## config.mk

```make
export PLATFORM = sky130hd
export DESIGN_NAME = int_pipe_top
export DESIGN_NICKNAME = d
export VERILOG_FILES = /design/src/source/rv_int_pkg.sv /design/src/source/int_pipe_top.sv /design/src/source/execute_stage.sv /design/src/source/reg_file.sv /design/src/source/instr_decoder.sv
export SDC_FILE = /design/constraint.sdc
export NUM_CORES = 2
export LEC_CHECK = 0
export BUFFER_PORTS_ARGS = -buffer_cell sky130_fd_sc_hd__buf_2
export CAP_MARGIN = 15
export CORE_UTILIZATION = 40
export CTS_CLUSTER_SIZE = 12
export DETAILED_ROUTE_END_ITERATION = 7
export PLACE_DENSITY_LB_ADDON = 0.2
export SETUP_SLACK_MARGIN = 0.3
export SKIP_LAST_GASP = 1
export SLEW_MARGIN = 5
export SYNTH_ARGS = -nofsm -noshare
export SYNTH_HDL_FRONTEND = slang
export SYNTH_SLANG_ARGS = --single-unit
export TNS_END_PERCENT = 100
```

## constraint.sdc

```tcl
create_clock -name CLK -period 6.4 [get_ports CLK]
set_input_delay 0.96 -clock CLK [delete_from_list [all_inputs] [get_ports CLK]]
set_output_delay 0.96 -clock CLK [all_outputs]
set_load 0.01 [all_outputs]
```

## src/source/rv_int_pkg.sv

```systemverilog
// Shared RV32I encodings, ALU operations and operand selects, used by scoped name across the pipe
package rv_int_pkg;

  // Width of a register index
  localparam int REG_ADDR_W = 5;

  // EBREAK, used by the core as its halt pattern
  localparam logic [31:0] HALT_INSN = 32'h0010_0073;

  // Major opcodes, instruction bits [6:0]
  typedef enum logic [6:0] {
    REGREG = 7'b0110011,
    IMMED  = 7'b0010011,
    LUI    = 7'b0110111,
    AUIPC  = 7'b0010111,
    JAL    = 7'b1101111,
    JALR   = 7'b1100111,
    BRANCH = 7'b1100011,
    LOAD   = 7'b0000011,
    STORE  = 7'b0100011,
    SYSTEM = 7'b1110011
  } opcode_t;

  // funct3 codes, same values for R-type and I-type arithmetic
  localparam logic [2:0] ADDSUB = 3'b000;
  localparam logic [2:0] SLL    = 3'b001;
  localparam logic [2:0] SLT    = 3'b010;
  localparam logic [2:0] SLTU   = 3'b011;
  localparam logic [2:0] XOR    = 3'b100;
  // Shift right, bit 30 picks arithmetic
  localparam logic [2:0] SR     = 3'b101;
  localparam logic [2:0] OR     = 3'b110;
  localparam logic [2:0] AND    = 3'b111;

  // ALU operations carried from decode to execute
  typedef enum logic [3:0] {
    ALU_ADD  = 4'd0,
    ALU_SUB  = 4'd1,
    ALU_SLL  = 4'd2,
    ALU_SRL  = 4'd3,
    ALU_SRA  = 4'd4,
    ALU_AND  = 4'd5,
    ALU_OR   = 4'd6,
    ALU_XOR  = 4'd7,
    ALU_SLT  = 4'd8,
    ALU_SLTU = 4'd9
  } alu_op_t;

  // Operand A source
  typedef enum logic {
    A_RS1 = 1'b0,
    A_PC  = 1'b1
  } a_sel_t;

  // Operand B source
  // B_ZERO is the LUI form: U immediate on a zero base
  typedef enum logic [1:0] {
    B_RS2   = 2'd0,
    B_IMM_I = 2'd1,
    B_IMM_U = 2'd2,
    B_ZERO  = 2'd3
  } b_sel_t;

endpackage
```

## src/source/int_pipe_top.sv

```systemverilog
// Top of the RV32I integer pipe; holds the pc and ties decode, execute and register file together
module int_pipe_top #(
  parameter logic [31:0] RESET_PC = 32'h0000_0000
) (
  input  logic                              CLK,
  input  logic                              reset_i,
  input  logic                              instr_valid_i,
  input  logic [31:0]                       instr_i,
  output logic                              wb_valid_o,
  output logic [rv_int_pkg::REG_ADDR_W-1:0] wb_rd_o,
  output logic [31:0]                       wb_data_o,
  output logic                              illegal_o,
  output logic                              halt_o
);

  logic [31:0]                       pc_q;

  logic                              dec_valid;
  logic [31:0]                       dec_pc;
  logic [rv_int_pkg::REG_ADDR_W-1:0] dec_rs1;
  logic [rv_int_pkg::REG_ADDR_W-1:0] dec_rs2;
  logic [rv_int_pkg::REG_ADDR_W-1:0] dec_rd;
  logic [31:0]                       dec_imm_i;
  logic [31:0]                       dec_imm_u;
  rv_int_pkg::alu_op_t               dec_alu_op;
  rv_int_pkg::a_sel_t                dec_a_sel;
  rv_int_pkg::b_sel_t                dec_b_sel;
  logic                              dec_wen;
  logic                              dec_illegal;
  logic                              dec_halt;

  logic [31:0]                       rs1_data;
  logic [31:0]                       rs2_data;
  logic                              rf_we;
  logic [rv_int_pkg::REG_ADDR_W-1:0] rf_waddr;
  logic [31:0]                       rf_wdata;

  // pc of the next instruction to be accepted
  always_ff @(posedge CLK) begin
    if (reset_i) begin
      pc_q <= RESET_PC;
    end else if (instr_valid_i) begin
      pc_q <= pc_q + 32'd4;
    end
  end

  instr_decoder u_decoder (
    .CLK       (CLK),
    .reset_i   (reset_i),
    .valid_i   (instr_valid_i),
    .instr_i   (instr_i),
    .pc_i      (pc_q),
    .valid_o   (dec_valid),
    .pc_o      (dec_pc),
    .rs1_o     (dec_rs1),
    .rs2_o     (dec_rs2),
    .rd_o      (dec_rd),
    .imm_i_o   (dec_imm_i),
    .imm_u_o   (dec_imm_u),
    .alu_op_o  (dec_alu_op),
    .a_sel_o   (dec_a_sel),
    .b_sel_o   (dec_b_sel),
    .wen_o     (dec_wen),
    .illegal_o (dec_illegal),
    .halt_o    (dec_halt)
  );

  // Read ports follow the registered indices, so execute reads during its own cycle
  reg_file u_reg_file (
    .CLK      (CLK),
    .reset_i  (reset_i),
    .raddr1_i (dec_rs1),
    .raddr2_i (dec_rs2),
    .rdata1_o (rs1_data),
    .rdata2_o (rs2_data),
    .we_i     (rf_we),
    .waddr_i  (rf_waddr),
    .wdata_i  (rf_wdata)
  );

  execute_stage u_execute (
    .CLK        (CLK),
    .reset_i    (reset_i),
    .valid_i    (dec_valid),
    .pc_i       (dec_pc),
    .rd_i       (dec_rd),
    .imm_i_i    (dec_imm_i),
    .imm_u_i    (dec_imm_u),
    .alu_op_i   (dec_alu_op),
    .a_sel_i    (dec_a_sel),
    .b_sel_i    (dec_b_sel),
    .wen_i      (dec_wen),
    .illegal_i  (dec_illegal),
    .halt_i     (dec_halt),
    .rs1_data_i (rs1_data),
    .rs2_data_i (rs2_data),
    .rf_we_o    (rf_we),
    .rf_waddr_o (rf_waddr),
    .rf_wdata_o (rf_wdata),
    .wb_valid_o (wb_valid_o),
    .wb_rd_o    (wb_rd_o),
    .wb_data_o  (wb_data_o),
    .illegal_o  (illegal_o),
    .halt_o     (halt_o)
  );

endmodule

```

## src/source/execute_stage.sv

```systemverilog
// Execute stage of the integer pipe; runs the ALU, writes the register file and reports writeback
module execute_stage (
  input  logic                              CLK,
  input  logic                              reset_i,
  input  logic                              valid_i,
  input  logic [31:0]                       pc_i,
  input  logic [rv_int_pkg::REG_ADDR_W-1:0] rd_i,
  input  logic [31:0]                       imm_i_i,
  input  logic [31:0]                       imm_u_i,
  input  rv_int_pkg::alu_op_t               alu_op_i,
  input  rv_int_pkg::a_sel_t                a_sel_i,
  input  rv_int_pkg::b_sel_t                b_sel_i,
  input  logic                              wen_i,
  input  logic                              illegal_i,
  input  logic                              halt_i,
  input  logic [31:0]                       rs1_data_i,
  input  logic [31:0]                       rs2_data_i,
  output logic                              rf_we_o,
  output logic [rv_int_pkg::REG_ADDR_W-1:0] rf_waddr_o,
  output logic [31:0]                       rf_wdata_o,
  output logic                              wb_valid_o,
  output logic [rv_int_pkg::REG_ADDR_W-1:0] wb_rd_o,
  output logic [31:0]                       wb_data_o,
  output logic                              illegal_o,
  output logic                              halt_o
);

  logic [31:0] op_a;
  logic [31:0] op_b;
  logic [4:0]  shamt;
  logic [31:0] alu_res;
  logic        accept;

  // Nothing gets through once halted
  assign accept = valid_i && !halt_o;

  // Operand A, zero base for LUI
  always_comb begin
    if (b_sel_i == rv_int_pkg::B_ZERO) begin
      op_a = 32'b0;
    end else if (a_sel_i == rv_int_pkg::A_PC) begin
      op_a = pc_i;
    end else begin
      op_a = rs1_data_i;
    end
  end

  always_comb begin
    case (b_sel_i)
      rv_int_pkg::B_RS2:   op_b = rs2_data_i;
      rv_int_pkg::B_IMM_I: op_b = imm_i_i;
      default:             op_b = imm_u_i;
    endcase
  end

  assign shamt = op_b[4:0];

  // ALU
  always_comb begin
    case (alu_op_i)
      rv_int_pkg::ALU_ADD:  alu_res = op_a + op_b;
      rv_int_pkg::ALU_SUB:  alu_res = op_a - op_b;
      rv_int_pkg::ALU_SLL:  alu_res = op_a << shamt;
      rv_int_pkg::ALU_SRL:  alu_res = op_a >> shamt;
      rv_int_pkg::ALU_SRA:  alu_res = $unsigned($signed(op_a) >>> shamt);
      rv_int_pkg::ALU_AND:  alu_res = op_a & op_b;
      rv_int_pkg::ALU_OR:   alu_res = op_a | op_b;
      rv_int_pkg::ALU_XOR:  alu_res = op_a ^ op_b;
      rv_int_pkg::ALU_SLT:  alu_res = {31'b0, $signed(op_a) < $signed(op_b)};
      rv_int_pkg::ALU_SLTU: alu_res = {31'b0, op_a < op_b};
      default:              alu_res = 32'b0;
    endcase
  end

  // Write lands on the edge that ends execute, so the next instruction reads it
  // Illegal and halt instructions never carry wen from decode
  assign rf_we_o    = accept && wen_i;
  assign rf_waddr_o = rd_i;
  assign rf_wdata_o = alu_res;

  always_ff @(posedge CLK) begin
    if (reset_i) begin
      wb_valid_o <= 1'b0;
      illegal_o  <= 1'b0;
      halt_o     <= 1'b0;
    end else begin
      wb_valid_o <= rf_we_o;
      illegal_o  <= accept && illegal_i;
      // Sticky until reset
      halt_o     <= halt_o || (accept && halt_i);
    end
  end

  // Report payload, x0 writes still show their value
  always_ff @(posedge CLK) begin
    if (rf_we_o) begin
      wb_rd_o   <= rd_i;
      wb_data_o <= alu_res;
    end
  end

endmodule

```

## src/source/reg_file.sv

```systemverilog
// Integer register file for the pipe: two combinational reads, one clocked write, x0 reads as zero
module reg_file (
  input  logic                              CLK,
  input  logic                              reset_i,
  input  logic [rv_int_pkg::REG_ADDR_W-1:0] raddr1_i,
  input  logic [rv_int_pkg::REG_ADDR_W-1:0] raddr2_i,
  output logic [31:0]                       rdata1_o,
  output logic [31:0]                       rdata2_o,
  input  logic                              we_i,
  input  logic [rv_int_pkg::REG_ADDR_W-1:0] waddr_i,
  input  logic [31:0]                       wdata_i
);

  localparam int NUM_REGS = 2 ** rv_int_pkg::REG_ADDR_W;

  logic [31:0] regs [NUM_REGS];

  // Writes to x0 are dropped
  always_ff @(posedge CLK) begin
    if (reset_i) begin
      for (int i = 0; i < NUM_REGS; i++) begin
        regs[i] <= 32'b0;
      end
    end else if (we_i && (waddr_i != '0)) begin
      regs[waddr_i] <= wdata_i;
    end
  end

  // x0 hardwired
  assign rdata1_o = (raddr1_i == '0) ? 32'b0 : regs[raddr1_i];
  assign rdata2_o = (raddr2_i == '0) ? 32'b0 : regs[raddr2_i];

endmodule

```

## src/source/instr_decoder.sv

```systemverilog
// Decode stage of the integer pipe; splits one instruction into fields and registers its control word
module instr_decoder (
  input  logic                              CLK,
  input  logic                              reset_i,
  input  logic                              valid_i,
  input  logic [31:0]                       instr_i,
  input  logic [31:0]                       pc_i,
  output logic                              valid_o,
  output logic [31:0]                       pc_o,
  output logic [rv_int_pkg::REG_ADDR_W-1:0] rs1_o,
  output logic [rv_int_pkg::REG_ADDR_W-1:0] rs2_o,
  output logic [rv_int_pkg::REG_ADDR_W-1:0] rd_o,
  output logic [31:0]                       imm_i_o,
  output logic [31:0]                       imm_u_o,
  output rv_int_pkg::alu_op_t               alu_op_o,
  output rv_int_pkg::a_sel_t                a_sel_o,
  output rv_int_pkg::b_sel_t                b_sel_o,
  output logic                              wen_o,
  output logic                              illegal_o,
  output logic                              halt_o
);

  rv_int_pkg::opcode_t                opcode;
  logic [2:0]                         funct3;
  logic                               alt;
  logic [rv_int_pkg::REG_ADDR_W-1:0]  rs1_f;
  logic [rv_int_pkg::REG_ADDR_W-1:0]  rs2_f;
  logic [rv_int_pkg::REG_ADDR_W-1:0]  rd_f;
  logic [31:0]                        imm_i_f;
  logic [31:0]                        imm_u_f;

  rv_int_pkg::alu_op_t                nxt_alu_op;
  rv_int_pkg::a_sel_t                 nxt_a_sel;
  rv_int_pkg::b_sel_t                 nxt_b_sel;
  logic                               nxt_wen;
  logic                               nxt_illegal;
  logic                               nxt_halt;

  // Map funct3 to an ALU operation
  // alt is instruction bit 30; SUB only exists in the register form
  function automatic rv_int_pkg::alu_op_t funct3_to_alu(input logic [2:0] f3,
                                                        input logic       alt_bit,
                                                        input logic       is_reg);
    rv_int_pkg::alu_op_t op;
    case (f3)
      rv_int_pkg::ADDSUB: op = (is_reg && alt_bit) ? rv_int_pkg::ALU_SUB : rv_int_pkg::ALU_ADD;
      rv_int_pkg::SLL:    op = rv_int_pkg::ALU_SLL;
      rv_int_pkg::SLT:    op = rv_int_pkg::ALU_SLT;
      rv_int_pkg::SLTU:   op = rv_int_pkg::ALU_SLTU;
      rv_int_pkg::XOR:    op = rv_int_pkg::ALU_XOR;
      rv_int_pkg::SR:     op = alt_bit ? rv_int_pkg::ALU_SRA : rv_int_pkg::ALU_SRL;
      rv_int_pkg::OR:     op = rv_int_pkg::ALU_OR;
      default:            op = rv_int_pkg::ALU_AND;
    endcase
    return op;
  endfunction

  // Instruction fields
  assign opcode  = rv_int_pkg::opcode_t'(instr_i[6:0]);
  assign funct3  = instr_i[14:12];
  assign alt     = instr_i[30];
  assign rd_f    = instr_i[11:7];
  assign rs1_f   = instr_i[19:15];
  assign rs2_f   = instr_i[24:20];

  // Immediates; shift amount sits in the low 5 bits of the I immediate
  assign imm_i_f = {{20{instr_i[31]}}, instr_i[31:20]};
  assign imm_u_f = {instr_i[31:12], 12'b0};

  // One decision per opcode
  always_comb begin
    nxt_alu_op  = rv_int_pkg::ALU_ADD;
    nxt_a_sel   = rv_int_pkg::A_RS1;
    nxt_b_sel   = rv_int_pkg::B_RS2;
    nxt_wen     = 1'b0;
    nxt_illegal = 1'b0;
    nxt_halt    = 1'b0;
    case (opcode)
      rv_int_pkg::REGREG: begin
        nxt_alu_op = funct3_to_alu(funct3, alt, 1'b1);
        nxt_wen    = 1'b1;
      end
      rv_int_pkg::IMMED: begin
        nxt_alu_op = funct3_to_alu(funct3, alt, 1'b0);
        nxt_b_sel  = rv_int_pkg::B_IMM_I;
        nxt_wen    = 1'b1;
      end
      rv_int_pkg::LUI: begin
        nxt_b_sel = rv_int_pkg::B_ZERO;
        nxt_wen   = 1'b1;
      end
      rv_int_pkg::AUIPC: begin
        nxt_a_sel = rv_int_pkg::A_PC;
        nxt_b_sel = rv_int_pkg::B_IMM_U;
        nxt_wen   = 1'b1;
      end
      rv_int_pkg::SYSTEM: begin
        // Only EBREAK is understood, and it stops the core
        if (instr_i == rv_int_pkg::HALT_INSN) begin
          nxt_halt = 1'b1;
        end else begin
          nxt_illegal = 1'b1;
        end
      end
      default: begin
        nxt_illegal = 1'b1;
      end
    endcase
  end

  always_ff @(posedge CLK) begin
    if (reset_i) begin
      valid_o <= 1'b0;
    end else begin
      valid_o <= valid_i;
    end
  end

  // Control word, loaded only for an accepted instruction
  always_ff @(posedge CLK) begin
    if (valid_i) begin
      pc_o      <= pc_i;
      rs1_o     <= rs1_f;
      rs2_o     <= rs2_f;
      rd_o      <= rd_f;
      imm_i_o   <= imm_i_f;
      imm_u_o   <= imm_u_f;
      alu_op_o  <= nxt_alu_op;
      a_sel_o   <= nxt_a_sel;
      b_sel_o   <= nxt_b_sel;
      wen_o     <= nxt_wen;
      illegal_o <= nxt_illegal;
      halt_o    <= nxt_halt;
    end
  end

endmodule

```

Word level (Yosys, flattened, before mapping)
Memories as Yosys holds them, arrays and structs flattened. A register that Yosys moved wholly into a read port is not among the register bits.
Index checks and enable logic that the tools add are counted.
Word-level totals
  RAM bits: 1024
  flip-flop bits (word level): 162
  memories: 1
  word-level logic and storage cells: 96
  input bits: 35
  output and inout port bits: 40
Cells by class
  order comparisons: 2
  muxes and demuxes: 27
  shift operators: 3
  reductions and logical operators: 15
  bitwise logic cells: 3
  add/sub/neg operators: 3
  equality and inequality tests: 23
Memory list
  u_reg_file.regs: words 32, width 32, read ports 2, clocked after memory_dff 2, write ports 32, line reg_file.sv:16  | logic [31:0] regs [NUM_REGS];
Operators with widths (number)
  case mux 32 bit (10 select lines): 1
  2-to-1 mux 32 bit: 5
  < comparator 32 bit: 2
  case mux 32 bit (2 select lines): 1
  case mux 4 bit (7 select lines): 2
  adder 32 x 3 -> 32 bit (second input constant): 1
  adder 32 bit: 1
  bitwise AND 32 bit: 1
  == test 32 x 21 -> 1 bit (second input constant): 1
  bitwise OR 32 bit: 1
  OR reduction 32 bit: 1
  << shifter 32 x 5 -> 32 bit: 1
  >> shifter 32 x 5 -> 32 bit: 1
  >>> shifter 32 x 5 -> 32 bit: 1
  subtractor 32 bit: 1
  XOR 32 bit: 1
  == test 4 x 3 -> 1 bit (second input constant): 4
  2-to-1 mux 5 bit: 3
  == test 7 x 5 -> 1 bit (second input constant): 2
  == test 7 x 6 -> 1 bit (second input constant): 2
  2-to-1 mux 1 bit: 11
  zero test 5 bit: 2
  == test 3 bit (second input constant): 3
  == test 4 x 2 -> 1 bit (second input constant): 2
  19 further kinds: 25

Longest topological paths before layout
  depth in word-level cells: 9
  depth in mapped cells: 27

By module
From an unflattened synthesis, not the netlist that was laid out.
Second synthesis, totals
  cells, all modules: 5423
  area total of the unflattened synthesis: 69796.9 um^2
Modules (own cells, without submodules)
  reg_file: instances 1, area an instance 54255.8 um^2, cells each 3502
  execute_stage: instances 1, area an instance 11449.7 um^2, cells each 1604
  instr_decoder: instances 1, area an instance 2663.8 um^2, cells each 156
  int_pipe_top: instances 1, area an instance 1427.6 um^2, cells each 161

Worst setup path after synthesis
OpenSTA, ideal clock, no wires.
  path type: register -> register
  from: register with a tool-made name
  to: memory u_reg_file.regs[13][28] (data pin)
  setup time: 0.270 ns
  cell stages (with the launch flop): 24
  period minus slack after synthesis: 6.481 ns
  path slack: -0.081 ns
  data arrival time: 6.211 ns
  cell sequence: dfxtp_1 > buf_6 > buf_6 > buf_6 > buf_4 > buf_1 > buf_1 > mux4_2 > mux4_2 > mux2i_1 > o21a_1 > ha_1 > and2_1 > a21oi_1 > a31oi_1 > o21ai_0 > nor4b_1 > nor3_1 > nor2_1 > a311o_1 > xnor2_1 > a22oi_1 > clkbuf_1 > a21oi_1
RTL lines (line)
  end, declared: reg_file.sv:16

==> reports/qor.yml <==
hpwl_um: 227000
setup_viol: 0
antenna_found_initial: 8
clk_pin_slew_ps: 60
drive_gt1_frac: 0.302
grt_pass1_wl_um: 458000
cts.sinks: 1170
firstDrtPassIters: 6
cts_root_buf: "clkbuf_16"
hold_end: "u_decoder.imm_i_o[7]"
cts_hold_buf: 0
timing.final.crit_share: 0.952
finalHoldViolCount: 0
ys.warnings.count: 0
rsz0062_at_grt: "yes"
min_period_ps: 6090
die_w_um: 418
r2r_end: "u_execute.wb_data_o[18]"
wl_per_cell_um: 39.9
vias: 58300
totalWireLength_um: 344000
fin_cells: 8621
postSynthRegisterBits: 1170
fillCellCount: 15200
multiInputGateArea_um2: 32400
core_um2: 172000
gp_congestion: 1.03
leakagePower_nw: 31.2
via_per_inst: 6.77
grt_pass1_vias: 55300
synth_area_leaders: "edfxtp_1 (49%), mux4_2 (13%), mux2i_1 (5.3%)"
cts_buffers: 137
yosysTopAreaCell: "edfxtp_1"
start_util: 0.403
row_count: 152
die_area_um2: 174000
status: "finished clean"
ir_drop_mv: 0.220
regArea_um2: 34700
nNetsFinal: 6325
grtUsageTotal: 0.382
cp.required_ps: 6950
end_kind: "flip-flop"
holdCritPathClass: "primary input to flip-flop"
tightest_slew_ps: 1290
slew_viol_final: 0
num_io_pins: 75
cp.arrival_ps: 6640
async_reset_ff_frac: 0
port_buffers: 74
maxCapViolCount: 0
critPathKind: "flip-flop to flip-flop"
overflow: 0
clk_latency_ps: 830
drc: 0
yosysSeqAreaShare: 0.502
ant_nets: 0
synth_area_per_cell_um2: 12.3
h-tree-depth: 4
worstSetupStartpointType: "flip-flop"
finClkSkew_ps: 51.9
synth-edff-count: 1126
r2r_cells: 24
critical-path-slowest-cell: "mux4_2"
max_stage_delay_ps: 540
dr.first_iter.drc_count: 9847
holdCritStartpoint: "instr_i[27]"
syn2layout_area_growth_pct: 21.9
hold_path_depth: 1
cts_tree: "done"
critPathMaxFanout: 10
r2r_slack_ps: 310
dieHeight_um: 418
grt_max_degree: 67
synthCells: 5639
clk_path_buf_depth: 3
relSlewSlack: 0.137
max_freq_mhz: 164
yosysUniqueCellTypes: 122
path_cells: "buf_12, buf_16, buf_16, mux4_2, mux4_2, mux2i_4, o21a_1, ha_4, buf_4, nand2b_1, a21oi_2, o21a_2, nor3_4, buf_4, a2111oi_4, buf_4, nor2_2, a221o_1, a22oi_2, o211ai_1, a311oi_4, buf_12, buf_16, inv_1"
dp.cells: 8252
hold_slack_ps: 326
synth_most_common_cell: "edfxtp_1"
synth_flop_cell: "edfxtp_1"
synth_area_um2: 69100
synth_top_area_frac: 0.489
power-per-cell-area_nw_per_um2: 287
synth_common_cells: "edfxtp_1 (1126), nor2_1 (891), mux4_2 (410)"
[report_power, final]
part | leakage (nW) | switching [mW] | internal [mW]
clock | 2.11 | 3.40 | 4.35
combinational | 17.1 | 4.68 | 2.90
sequential | 11.9 | 0.197 | 8.68
[sequential cells by signal, indices dropped and copies added (netlist names), 2 cells and up, named ones only]
name,count
u_reg_file.regs,1024
u_execute.wb_data_o,32
pc_q,30
u_decoder.pc_o,30
u_decoder.imm_i_o,12
u_decoder.rd_o,5
u_execute.wb_rd_o,5
u_decoder.alu_op_o,4
u_decoder.imm_u_o,4
u_decoder.rs1_o,4
u_decoder.b_sel_o,2
[cell usage in the layout (no fill, tap or decap), types with 48 or more instances in the layout]
| master | netlist | layout |
|---|---|---|
| buf_12 | 7 | 128 |
| clkbuf_16 | 0 | 156 |
| nor2_1 | 891 | 879 |
| o22ai_1 | 76 | 74 |
| nand2_1 | 245 | 212 |
| buf_4 | 36 | 656 |
| nor2_2 | 60 | 69 |
| nand3_1 | 51 | 48 |
| nor3_1 | 149 | 141 |
| mux4_2 | 410 | 410 |
| a22oi_1 | 128 | 123 |
| ha_1 | 100 | 87 |
| o211ai_1 | 48 | 48 |
| inv_1 | 128 | 122 |
| buf_2 | 160 | 73 |
| mux2i_1 | 368 | 358 |
| edfxtp_1 | 1126 | 1126 |
| a21oi_1 | 352 | 336 |
| o21ai_0 | 137 | 121 |
[logic make-up (layout without fill, tap and decap cells)]
group / count (synthesis) / after routing / share of synthesized area
buffers and inverters: 684 / 1314 / 0.0491
AO/OA/AOI/OAI: 1150 / 1150 / 0.113
other: 1 / 43 / 0.0000543
flip-flops: 1170 / 1170 / 0.502
multiplexers: 855 / 855 / 0.207
adder cells (fa/ha/maj): 102 / 102 / 0.0187
AND/OR/NAND/NOR: 1640 / 1640 / 0.106
XOR/XNOR: 37 / 37 / 0.00469
[worst max-delay path by stage]
stage,startpoint,endpoint,slack [ps],depth (start not counted)
6_report,flip-flop,u_execute.wb_data_o[18],310,24
5_1_grt,flip-flop,u_reg_file.regs[11][21],220,26
4_1_cts,flip-flop,u_reg_file.regs[24][26],310,25
3_5_place_dp,flip-flop,u_reg_file.regs[30][26],-620,24
3_3_place_gp,flip-flop,u_reg_file.regs[7][26],-1040,25
2_1_floorplan,flip-flop,u_reg_file.regs[10][31],300,24
[area by class of cell]
type,instances,share of cell area
flip-flops and latches,1170,0.412
multi-input cells,3816,0.385
repair buffers,923,0.111
clock buffers,182,0.0445
well taps,2310,0.0343
clock inverters,69,0.00697
inverters,140,0.00637
diodes,11,0.000327
[metal layers]
metal,up-vias,part of all wire,global-route usage
met2,4781,0.44,0.584
met3,1053,0.13,0.101
met1,29700,0.35,0.478
met5,-,0.00028,0
li1,22800,-,-
met4,10,0.077,0.251
[through the flow]
step	setup slack [ps]	setup TNS [ps]	power, mW	utilization	cell area, um^2
2_1_floorplan	305	0	12.4	-	69200
3_5_place_dp	-623	-55620	15.6	0.450	77200
6_report	305	0	24.2	0.491	84200
4_1_cts	306	0	23.5	0.481	82600
5_1_grt	218	0	24.6	0.491	84200
3_3_place_gp	-1040	-147110	15.6	0.450	77200
[worst max-delay path: cells and delay by family, from the launching register on]
kind / cells / cell delay, ps
simple gates: 3 / 280
buf+inv: 9 / 1590
mux: 3 / 1280
fa+ha+maj: 1 / 250
compound gates: 8 / 1970
flops: 1 / 380
[what timing repair did]
item	in CTS	in global routing
hold endpoints to repair	0	0
pin swaps	16	43
setup buffers	17	57
cloned	14	19
resized for setup	93	134
setup endpoints to repair	662	581
(Power assumes the default switching activity.)
